## config.mk

```make
export PLATFORM = sky130hd
export DESIGN_NAME = rvvi_trace_top
export DESIGN_NICKNAME = d
export VERILOG_FILES = /design/src/design/trace_pkg.sv /design/src/design/csr_track_slice.sv /design/src/design/net_event_gen.sv /design/src/design/rvfi_capture.sv /design/src/design/rvvi_trace_top.sv /design/src/design/trace_assemble.sv
export VERILOG_INCLUDE_DIRS = /design/src /design/src/design
export SDC_FILE = /design/constraint.sdc
export NUM_CORES = 2
export LEC_CHECK = 0
export BUFFER_PORTS_ARGS = -buffer_cell sky130_fd_sc_hd__buf_2
export CAP_MARGIN = 20
export CORE_AREA = 10 10 601 603
export CTS_BUF_LIST = sky130_fd_sc_hd__clkbuf_16
export DETAILED_ROUTE_END_ITERATION = 8
export DIE_AREA = 0 0 611 613
export GPL_ROUTABILITY_DRIVEN = 0
export PLACE_DENSITY_LB_ADDON = 0.08
export SETUP_SLACK_MARGIN = 0.1
export SLEW_MARGIN = 20
export SYNTH_ARGS = -nofsm -noshare
export SYNTH_HDL_FRONTEND = slang
export SYNTH_SLANG_ARGS = --single-unit
export TNS_END_PERCENT = 10
```

## constraint.sdc

```tcl
create_clock -name rvvi -period 115.9 [get_ports rvvi]
set_input_delay 5.795 -clock rvvi [delete_from_list [all_inputs] [get_ports rvvi]]
set_output_delay 5.795 -clock rvvi [all_outputs]
set_load 0.1 [all_outputs]
```

## src/design/trace_config.svh

```systemverilog
/*
 * Trace converter configuration
 * Data widths, CSR slot map and the cause codes that mark NMI and bus faults
 */
`ifndef TRACE_CONFIG_SVH
`define TRACE_CONFIG_SVH

// Datapath and slot sizes
`define TRACE_XLEN              32
`define TRACE_NUM_CSR           8
`define TRACE_NUM_IRQ           32

////////////////////////////////////////////////////////////
// CSR slot map, slot index to architectural address
////////////////////////////////////////////////////////////
`define TRACE_CSR_ADDR_0        12'h300
`define TRACE_CSR_ADDR_1        12'h304
`define TRACE_CSR_ADDR_2        12'h305
`define TRACE_CSR_ADDR_3        12'h340
`define TRACE_CSR_ADDR_4        12'h341
`define TRACE_CSR_ADDR_5        12'h342
`define TRACE_CSR_ADDR_6        12'h343
`define TRACE_CSR_ADDR_7        12'h344

////////////////////////////////////////////////////////////
// Cause codes seen on the retirement port
////////////////////////////////////////////////////////////
// Data bus errors reported as NMI
`define TRACE_NMI_LOAD_CAUSE    1024
`define TRACE_NMI_STORE_CAUSE   1025
// Instruction fetch bus error, reported as a trap
`define TRACE_FETCH_FAULT_CAUSE 24

`endif

```

## src/design/trace_pkg.sv

```systemverilog
/*
 * Trace types package
 * Field widths and the structs passed between the converter stages
 */
`default_nettype none

`include "trace_config.svh"

package trace_pkg;

   // Plain vector types with a meaning of their own
   typedef logic [`TRACE_XLEN-1:0]    xlen_t;
   typedef logic [63:0]               order_t;
   typedef logic [4:0]                reg_addr_t;
   typedef logic [31:0]               reg_mask_t;
   typedef logic [5:0]                exc_cause_t;
   typedef logic [10:0]               intr_cause_t;
   typedef logic [`TRACE_NUM_IRQ-1:0] irq_vec_t;
   typedef logic [`TRACE_NUM_CSR-1:0] csr_mask_t;

   ////////////////////////////////////////////////////////////
   // One retired instruction as seen on the formal port
   ////////////////////////////////////////////////////////////
   typedef struct packed {
      order_t      order;
      xlen_t       insn;
      xlen_t       pc_rdata;
      xlen_t       pc_wdata;
      logic [1:0]  mode;
      logic [1:0]  ixl;
      logic        trap;
      logic        trap_exception;
      exc_cause_t  trap_exc_cause;
      logic        intr;
      logic        intr_interrupt;
      intr_cause_t intr_cause;
      logic [1:0]  nmip;
      reg_addr_t   rd_addr;
      xlen_t       rd_wdata;
   } retire_t;

   // CSR view of one slot, read value plus masked write
   typedef struct packed {
      xlen_t rdata;
      xlen_t wdata;
      xlen_t wmask;
   } csr_port_t;

   // Instruction part of the output record
   typedef struct packed {
      order_t     order;
      xlen_t      insn;
      xlen_t      pc_rdata;
      xlen_t      pc_wdata;
      logic [1:0] mode;
      logic [1:0] ixl;
      logic       trap;
      logic       intr;
   } trace_rec_t;

   // Asynchronous net levels
   typedef struct packed {
      logic        nmi;
      intr_cause_t nmi_cause;
      logic        ibus_fault;
      irq_vec_t    irq;
      logic        haltreq;
   } net_state_t;

endpackage

`default_nettype wire

```

## src/design/csr_track_slice.sv

```systemverilog
/*
 * CSR tracking slice
 * Merges write data under the mask into read data and flags a changed value
 */
`timescale 1ns/10ps
`default_nettype none

module csr_track_slice (
   input  wire logic                 rvvi,
   input  wire logic                 rst_i,
   input  wire logic                 acc_valid_i,
   input  wire trace_pkg::csr_port_t csr_i,
   output trace_pkg::xlen_t          value_o,
   output logic                      changed_o
);

   import trace_pkg::*;

   xlen_t merged;

   // Written bits from wdata, untouched bits from rdata
   assign merged = (csr_i.wdata & csr_i.wmask) | (csr_i.rdata & ~csr_i.wmask);

   ////////////////////////////////////////////////////////////
   // Stored value and change flag
   ////////////////////////////////////////////////////////////
   always_ff @(posedge rvvi) begin
      if (rst_i) begin
         value_o   <= '0;
         changed_o <= 1'b0;
      end else if (acc_valid_i) begin
         // Compare against the value from the previous retirement
         changed_o <= (merged != value_o);
         value_o   <= merged;
      end else begin
         changed_o <= 1'b0;
      end
   end

endmodule

`default_nettype wire

```

## src/design/net_event_gen.sv

```systemverilog
/*
 * Net event generator
 * Derives NMI, fetch fault, interrupt and halt request levels plus a change pulse
 */
`timescale 1ns/10ps
`default_nettype none

`include "trace_config.svh"

module net_event_gen (
   input  wire logic                rvvi,
   input  wire logic                rst_i,
   input  wire logic                acc_valid_i,
   input  wire trace_pkg::retire_t  acc_rec_i,
   input  wire trace_pkg::irq_vec_t irq_i,
   input  wire logic                debug_req_i,
   output trace_pkg::net_state_t    net_o,
   output logic                     net_change_o
);

   import trace_pkg::*;

   net_state_t net_d;
   logic       nmi_hit;
   logic       fetch_fault;

   ////////////////////////////////////////////////////////////
   // Retirement-derived events
   ////////////////////////////////////////////////////////////

   // Data bus error taken as NMI, or NMI still pending at retirement
   assign nmi_hit =
      (acc_rec_i.intr && acc_rec_i.intr_interrupt &&
       ((acc_rec_i.intr_cause == intr_cause_t'(`TRACE_NMI_LOAD_CAUSE)) ||
        (acc_rec_i.intr_cause == intr_cause_t'(`TRACE_NMI_STORE_CAUSE)))) ||
      acc_rec_i.nmip[0];

   // Fetch bus error shows up as a synchronous exception
   assign fetch_fault = acc_rec_i.trap && acc_rec_i.trap_exception &&
                        (acc_rec_i.trap_exc_cause == exc_cause_t'(`TRACE_FETCH_FAULT_CAUSE));

   ////////////////////////////////////////////////////////////
   // Next net state
   ////////////////////////////////////////////////////////////
   always_comb begin
      net_d = net_o;
      // Pin levels follow every cycle
      net_d.irq     = irq_i;
      net_d.haltreq = debug_req_i;
      if (acc_valid_i) begin
         net_d.nmi        = nmi_hit;
         net_d.ibus_fault = fetch_fault;
         // Cause is kept after the NMI level drops
         if (nmi_hit) begin
            net_d.nmi_cause = acc_rec_i.intr_cause;
         end
      end
   end

   always_ff @(posedge rvvi) begin
      if (rst_i) begin
         net_o        <= '0;
         net_change_o <= 1'b0;
      end else begin
         net_o        <= net_d;
         net_change_o <= (net_d != net_o);
      end
   end

endmodule

`default_nettype wire

```

## src/design/rvfi_capture.sv

```systemverilog
/*
 * Retirement capture stage
 * Accepts retirements with a new order number and registers them with the CSR ports
 */
`timescale 1ns/10ps
`default_nettype none

`include "trace_config.svh"

module rvfi_capture (
   input  wire logic                rvvi,
   input  wire logic                rst_i,
   input  wire logic                rvfi_valid_i,
   input  wire trace_pkg::retire_t  rvfi_i,
   input  wire trace_pkg::csr_port_t csr_i [`TRACE_NUM_CSR],
   output logic                     acc_valid_o,
   output trace_pkg::retire_t       acc_rec_o,
   output trace_pkg::csr_port_t     acc_csr_o [`TRACE_NUM_CSR]
);

   import trace_pkg::*;

   // Order number of the last accepted retirement
   order_t last_order;
   // Set once a retirement has been accepted since reset
   logic   have_order;
   logic   accept;

   ////////////////////////////////////////////////////////////
   // Acceptance
   ////////////////////////////////////////////////////////////

   // The port may show the same retirement for several cycles
   // First retirement after reset is taken whatever its order
   assign accept = rvfi_valid_i && (!have_order || (rvfi_i.order != last_order));

   always_ff @(posedge rvvi) begin
      if (rst_i) begin
         last_order  <= '0;
         have_order  <= 1'b0;
         acc_valid_o <= 1'b0;
      end else begin
         acc_valid_o <= accept;
         if (accept) begin
            last_order <= rvfi_i.order;
            have_order <= 1'b1;
         end
      end
   end

   ////////////////////////////////////////////////////////////
   // Payload capture
   ////////////////////////////////////////////////////////////

   // Payload only loads on accept, qualified downstream by acc_valid_o
   always_ff @(posedge rvvi) begin
      if (accept) begin
         acc_rec_o <= rvfi_i;
      end
   end

   // CSR views sampled on the same edge as the retirement
   always_ff @(posedge rvvi) begin
      if (accept) begin
         for (int i = 0; i < `TRACE_NUM_CSR; i++) begin
            acc_csr_o[i] <= csr_i[i];
         end
      end
   end

endmodule

`default_nettype wire

```

## src/design/rvvi_trace_top.sv

```systemverilog
/*
 * Retirement trace converter top
 * Formal-interface retirements in, registered verification-interface record out
 */
`timescale 1ns/10ps
`default_nettype none

`include "trace_config.svh"

module rvvi_trace_top (
   input  wire logic                 rvvi,
   input  wire logic                 rst_i,
   input  wire logic                 rvfi_valid_i,
   input  wire trace_pkg::retire_t   rvfi_i,
   input  wire trace_pkg::csr_port_t csr_i [`TRACE_NUM_CSR],
   input  wire trace_pkg::irq_vec_t  irq_i,
   input  wire logic                 debug_req_i,
   output logic                      trace_valid_o,
   output trace_pkg::trace_rec_t     trace_o,
   output trace_pkg::xlen_t          csr_value_o [`TRACE_NUM_CSR],
   output trace_pkg::csr_mask_t      csr_wb_o,
   output trace_pkg::reg_mask_t      x_wb_o,
   output trace_pkg::xlen_t          x_wdata_o,
   output trace_pkg::net_state_t     net_o,
   output logic                      net_change_o
);

   import trace_pkg::*;

   // Stage one outputs
   logic      acc_valid;
   retire_t   acc_rec;
   csr_port_t acc_csr [`TRACE_NUM_CSR];

   // Slice results
   xlen_t     slice_value [`TRACE_NUM_CSR];
   csr_mask_t slice_changed;

   rvfi_capture u_rvfi_capture (
      .rvvi         (rvvi),
      .rst_i        (rst_i),
      .rvfi_valid_i (rvfi_valid_i),
      .rvfi_i       (rvfi_i),
      .csr_i        (csr_i),
      .acc_valid_o  (acc_valid),
      .acc_rec_o    (acc_rec),
      .acc_csr_o    (acc_csr)
   );

   ////////////////////////////////////////////////////////////
   // One tracking slice per CSR slot
   ////////////////////////////////////////////////////////////
   for (genvar gi = 0; gi < `TRACE_NUM_CSR; gi++) begin : g_slice
      csr_track_slice u_csr_track_slice (
         .rvvi        (rvvi),
         .rst_i       (rst_i),
         .acc_valid_i (acc_valid),
         .csr_i       (acc_csr[gi]),
         .value_o     (slice_value[gi]),
         .changed_o   (slice_changed[gi])
      );
   end

   net_event_gen u_net_event_gen (
      .rvvi         (rvvi),
      .rst_i        (rst_i),
      .acc_valid_i  (acc_valid),
      .acc_rec_i    (acc_rec),
      .irq_i        (irq_i),
      .debug_req_i  (debug_req_i),
      .net_o        (net_o),
      .net_change_o (net_change_o)
   );

   trace_assemble u_trace_assemble (
      .rvvi            (rvvi),
      .rst_i           (rst_i),
      .acc_valid_i     (acc_valid),
      .acc_rec_i       (acc_rec),
      .slice_value_i   (slice_value),
      .slice_changed_i (slice_changed),
      .trace_valid_o   (trace_valid_o),
      .trace_o         (trace_o),
      .csr_value_o     (csr_value_o),
      .csr_wb_o        (csr_wb_o),
      .x_wb_o          (x_wb_o),
      .x_wdata_o       (x_wdata_o)
   );

endmodule

`default_nettype wire

```

## src/design/trace_assemble.sv

```systemverilog
/*
 * Trace record assembly
 * Registers the output record and decodes the register write-back
 */
`timescale 1ns/10ps
`default_nettype none

`include "trace_config.svh"

module trace_assemble (
   input  wire logic                 rvvi,
   input  wire logic                 rst_i,
   input  wire logic                 acc_valid_i,
   input  wire trace_pkg::retire_t   acc_rec_i,
   input  wire trace_pkg::xlen_t     slice_value_i [`TRACE_NUM_CSR],
   input  wire trace_pkg::csr_mask_t slice_changed_i,
   output logic                      trace_valid_o,
   output trace_pkg::trace_rec_t     trace_o,
   output trace_pkg::xlen_t          csr_value_o [`TRACE_NUM_CSR],
   output trace_pkg::csr_mask_t      csr_wb_o,
   output trace_pkg::reg_mask_t      x_wb_o,
   output trace_pkg::xlen_t          x_wdata_o
);

   import trace_pkg::*;

   // One-hot of the destination register, x0 never written
   function automatic reg_mask_t rd_onehot(input reg_addr_t addr);
      reg_mask_t mask;
      mask    = reg_mask_t'(1) << addr;
      mask[0] = 1'b0;
      return mask;
   endfunction

   ////////////////////////////////////////////////////////////
   // Control outputs
   ////////////////////////////////////////////////////////////
   always_ff @(posedge rvvi) begin
      if (rst_i) begin
         trace_valid_o <= 1'b0;
         x_wb_o        <= '0;
      end else begin
         trace_valid_o <= acc_valid_i;
         x_wb_o        <= acc_valid_i ? rd_onehot(acc_rec_i.rd_addr) : '0;
      end
   end

   ////////////////////////////////////////////////////////////
   // Record payload
   ////////////////////////////////////////////////////////////
   always_ff @(posedge rvvi) begin
      if (acc_valid_i) begin
         trace_o.order    <= acc_rec_i.order;
         trace_o.insn     <= acc_rec_i.insn;
         trace_o.pc_rdata <= acc_rec_i.pc_rdata;
         trace_o.pc_wdata <= acc_rec_i.pc_wdata;
         trace_o.mode     <= acc_rec_i.mode;
         trace_o.ixl      <= acc_rec_i.ixl;
         trace_o.trap     <= acc_rec_i.trap;
         trace_o.intr     <= acc_rec_i.intr;
         x_wdata_o        <= acc_rec_i.rd_wdata;
      end
   end

   // Slices register on the same edge as the record
   assign csr_value_o = slice_value_i;
   assign csr_wb_o    = slice_changed_i;

endmodule

`default_nettype wire

```

======== After elaboration in Yosys (flattened, before gate mapping) ========
Index checks and enable logic that the tools add are counted.
word-level totals
  flip-flop bits (word level) ............. 1599
  word-level logic and storage cells ...... 135
  output and inout bits ................... 542
  input bits .............................. 1028
cells by class
  reductions and logical operators ........ 10
  shifts and indexed selects .............. 1
  equality and inequality tests ........... 13
  bitwise operators ....................... 33
  muxes and demuxes ....................... 2
operators by type and width
  operator                                                                number
  32-bit bitwise AND                                                      16
  32-bit inequality test                                                  8
  32-bit inverter                                                         8
  32-bit bitwise OR                                                       8
  64-bit inequality test                                                  1
  46-bit inequality test                                                  1
  1-bit by 5-bit left shift with 32-bit output (first input constant)     1
  11-bit equality test (second input constant)                            2
  13-bit two-way mux                                                      1
  11-bit two-way mux                                                      1
  6-bit by 5-bit equality test with 1-bit output (second input constant)  1
  1-bit logical AND                                                       5
  1-bit logical OR                                                        3
  2-bit OR reduction                                                      1
  1-bit zero test                                                         1
  1-bit inverter                                                          1

======== Longest topological paths before layout ========
  depth in word-level cells ............... 7
  gate-level depth with buffers ........... 8
  gate-level depth less buffers ........... 6

======== Cells and area by module ========
From an unflattened synthesis, not the netlist that was laid out.
second synthesis, totals
  cells, all modules ...................... 3917
  area total of the unflattened synthesis .. 59807.4 µm²
modules (own cells, without submodules)
  module           cells each  instances  sequential area each (µm²)  area an instance (µm²)
  rvfi_capture     1705        1          31109.8                     34983.6
  csr_track_slice  184         8          660.6                       1740.4
  trace_assemble   553         1          6586.3                      8928.6
  net_event_gen    187         1          940.9                       1971.9

======== Worst setup path after synthesis ========
No wires, ideal clock.
  path kind ............................... input port to flip-flop
  start point ............................. input rvfi_i[179] (netlist name)
  end point ............................... register u_rvfi_capture.acc_csr_o[0] (netlist name) (enable)
  cell stages on the path ................. 6
  slack ................................... 59.431 ns
  library setup time ...................... 2.681 ns
  required time ........................... 113.219 ns
  data arrival time ....................... 53.787 ns
  path buffers ............................ 1
  path through ............................ nand2b_1 -> o2111a_1 -> nand4_1 -> nor4_2 -> buf_2 -> a21oi_1
between the ends
  word-level cells in the longest chain between the ends .. 3
ends and longest elaborated chain
  item                             RTL line              RTL
  start, declared                  rvvi_trace_top.sv:14  input wire trace_pkg::retire_t rvfi_i,
  64-bit inequality test           rvfi_capture.sv:35    assign accept = rvfi_valid_i && (!have_order || (rvfi_i.order != last_order));
  1-bit logical OR                 rvfi_capture.sv:35
  1-bit logical AND                rvfi_capture.sv:35
  named net u_rvfi_capture.accept  rvfi_capture.sv:27    logic accept;
  end signal, assigned by index    rvfi_capture.sv:66    acc_csr_o[i] <= csr_i[i];
  end, declared                    rvfi_capture.sv:18    output trace_pkg::csr_port_t acc_csr_o [`TRACE_NUM_CSR]
The timed path passes the listed nets, and every way through them passes these cells.
A chain may end at the register's enable or synchronous reset.

======== Final worst setup path ========
  start point ............................. input rvfi_i[221] (netlist name)
  end point ............................... register u_rvfi_capture.acc_csr_o[217] (netlist name) (enable)
Same word-level chain as after synthesis.

==> out/results.txt <==
Fin crit period -> 10.86 ns
Place WS -> 103.94 ns
Status -> completed
Worst setup path start -> rvfi_i[221]
Initial antenna violation count -> 315
Global-route wire length before repair -> 347000 um
Via/cell ratio -> 3.69
Post-DP HPWL -> 212000 um
Die area -> 0.375 sq mm
HP Class -> reg -> reg
Longest Clk Path Bufs -> 4
Fill count -> 37400
Layout Skew -> 0.0646 ns
Met2 GRT Util -> 25.9%
Met3 usage -> 5.51%
Worst EP required -> 116.35 ns
Layout cells sized above 1 -> 35.9%
Hold Violations, Final -> 0
WS Path Type -> in -> reg
Static Leak -> 0.0300 uW
Worst-path clk slew -> 0.06 ns
Syn_nets -> 4520
Placed cell area -> 0.0705 sq mm
Yosys warning count -> 0
Syn avg cell area -> 16.4 sq um
I/O pin cnt -> 1570
Worst r2r path cells -> 11
Initial Utilization -> 16.4%
Reg2Reg Setup Slack -> 109.82 ns
Design Area, Final -> 0.0767 sq mm
Largest net degree at the start of global routing -> 145
Fin Setup TNS -> 0 ns
Worst skew pair latency -> 0.88 ns
Commonest non-fill, non-tap cell in the layout -> buf_2
Vias in the first global route -> 37500
Final wirelength -> 267000 um
Async set or reset register ratio after synthesis -> 0%
#FFs+latches synth -> 1598
Synth cell types -> 46
FF+latch area -> 0.0439 sq mm
Synthesized area -> 0.0572 sq mm
Total number of vias -> 36700
Drt drc -> 0
Gr usage total -> 13.5%
Critical Path Sink -> u_rvfi_capture.acc_csr_o[217]$_DFFE_PP_
Critical Path Sink Type -> flip-flop
Clock root buffer -> clkbuf_16
Total grt overflow -> 0
Fmax -> 0.0921 GHz
Row cnt -> 217
Crit path DAT -> 11.31 ns
Post-CTS Hold Buffers -> 0
Final #Nets -> 6170
CTS tree -> done
# Max-Cap Violations -> 0
GR Layer Usage met1 -> 13.5%
Peak VDD IR -> 10.9 uV
IO Port Bufs -> 1567
Startpoint Class -> primary input
Register area share after synthesis -> 76.7%
CP max FO -> 71
GR peak layer -> met2
Slew Viols, Final -> 0
Die width -> 611 um
Antenna Nets Post-Route -> 0
RSZ-0062 raised after global routing -> false
Worst Tran Pin Value -> 1.07 ns
Setup-failing EPs final -> 0
Worst reg2reg path startpoint -> u_rvfi_capture.last_order[20]$_SDFFE_PP0P_
Period utilization -> 9.37%
Die height -> 613 um
Main synth FF type -> edfxtp_1
Number of synthesized flops with an enable pin -> 1189
Most frequent cells in the layout -> 1566 x buf_2, 1189 x edfxtp_1, 408 x dfxtp_1
Pwr Density -> 19.3 mW/mm^2
Starting DRC count in detailed routing -> 2183
Layout area overhead -> 34.1%
Slew HR -> 28.8%
Number of buffers created by CTS -> 200
Detailed Routing Iterations Pass 1 -> 7
Cells after Synth -> 3492
Routed wire per std cell -> 26.8 um
Reg-to-Reg End -> u_rvfi_capture.acc_csr_o[217]$_DFFE_PP_
Footprint of the multi-input gates -> 0.0126 sq mm
Core area -> 0.349 sq mm
Post-CTS sizing -> 0
Smallest setup slack after layout -> 105.04 ns
# H-tree levels -> 4
Post-CTS Setup Bufs -> 0
Clk sink count -> 1598
[worst min path at each step]
stage                                                       start                                      end  slack, ns  cells past startpoint
after floorplan           u_rvfi_capture.acc_rec_o[158]$_DFFE_PP_  u_trace_assemble.trace_o[100]$_DFFE_PP_       0.40                      0
after global placement    u_rvfi_capture.acc_rec_o[120]$_DFFE_PP_   u_trace_assemble.trace_o[62]$_DFFE_PP_       0.40                      0
after detailed placement  u_rvfi_capture.acc_rec_o[159]$_DFFE_PP_  u_trace_assemble.trace_o[101]$_DFFE_PP_       0.40                      0
after CTS                 u_rvfi_capture.acc_rec_o[208]$_DFFE_PP_  u_trace_assemble.trace_o[150]$_DFFE_PP_       0.39                      0
after global routing      u_rvfi_capture.acc_rec_o[133]$_DFFE_PP_   u_trace_assemble.trace_o[75]$_DFFE_PP_       0.41                      0
final                     u_rvfi_capture.acc_rec_o[133]$_DFFE_PP_   u_trace_assemble.trace_o[75]$_DFFE_PP_       0.40                      0
[synth_stat cells, types with 2 or more instances]
cell type	number	area, sq um
nand2_1	6	22.5
a2bb2oi_2	20	300
buf_4	13	97.6
dfxtp_1	409	8190
nand4_1	77	482
clkbuf_1	116	435
inv_2	3	11.3
nor3_1	9	45.0
buf_6	2	22.5
nand2b_1	17	106
xor2_1	313	2740
o211ai_1	64	480
o2111a_1	4	45.0
inv_1	13	48.8
nand3_1	69	345
nand3b_1	54	405
nor2b_1	105	657
a2111oi_0	2	17.5
buf_2	21	105
a2111oi_2	2	30.0
nand4b_1	2	17.5
o22ai_1	3	18.8
xnor2_1	30	263
or3_1	12	75.1
a2bb2oi_1	44	385
nor4_1	31	194
nor2_1	303	1140
a21oi_1	11	55.1
buf_1	10	37.5
a211oi_1	256	1920
edfxtp_1	1189	35700
mux2i_1	268	2680
[registers in the layout, summed over array words and instances, names as in the netlist]
signal                               count
u_rvfi_capture.acc_rec_o               223
u_trace_assemble.x_wdata_o              32
u_net_event_gen.net_o                   46
u_rvfi_capture.last_order               64
u_rvfi_capture.acc_valid_o               1
u_trace_assemble.x_wb_o                 31
u_rvfi_capture.have_order                1
u_trace_assemble.trace_valid_o           1
u_net_event_gen.net_change_o             1
g_slice.u_csr_track_slice.value_o      256
u_rvfi_capture.acc_csr_o               768
g_slice.u_csr_track_slice.changed_o      8
u_trace_assemble.trace_o               166
[through the flow]
| step | util (%) | total power (uW) | hold slack [ns] | cells |
|---|---|---|---|---|
| 2_1_floorplan | - | 860 | 0.400 | 3492 |
| 3_3_place_gp | 20.2 | 909 | 0.401 | 9539 |
| 3_5_place_dp | 20.2 | 909 | 0.405 | 9539 |
| 4_1_cts | 22.0 | 1520 | 0.394 | 9907 |
| 5_1_grt | 22.0 | 1550 | 0.406 | 9920 |
| 6_report | 22.0 | 1480 | 0.405 | 9951 |
[layer usage]
layer	share of wire (%)	up-vias
li1	-	16600
met3	9.1	791
met5	0.29	-
met1	34	17600
met2	53	1583
met4	3.2	120
[cell families after synthesis]
| logic type | Yosys count | share of synthesized area, % |
|---|---|---|
| xor gates and xnor gates | 343 | 5.25 |
| other | 1 | 0.00656 |
| muxes | 268 | 4.69 |
| and+or+nand+nor | 690 | 6.21 |
| buffers and inverters | 179 | 1.33 |
| AOI/OAI and AO/OA | 413 | 5.78 |
| DFF | 1598 | 76.7 |
[critical path, stage by stage]
cell and delay, ns:
buf_2 0.17, xor2_1 0.30, nor4_1 0.20, nand4_1 0.20, nor4_4 0.05, buf_4 0.33, a21oi_4 0.21, buf_4 0.63
buf_4 0.79, buf_4 0.70, buf_4 0.83, buf_4 0.75
[where the power goes]
part	internal [uW]	leakage, uW	switching, uW
Sequential	663	0.0149	21.6
Clock	335	0.00323	259
Combinational	44.7	0.0119	161
[cell type report]
class	count	share of cell area [%]
Timing Repair Buffer	1610	10.7
Clock buffer	202	6.59
Sequential cell	1598	57.2
Inverter	17	0.0832
Tap cell	4599	7.50
Clock inverter	166	1.37
Antenna cell	44	0.144
Multi-Input combinational cell	1715	16.4
Power figures use the tool's default switching activity.
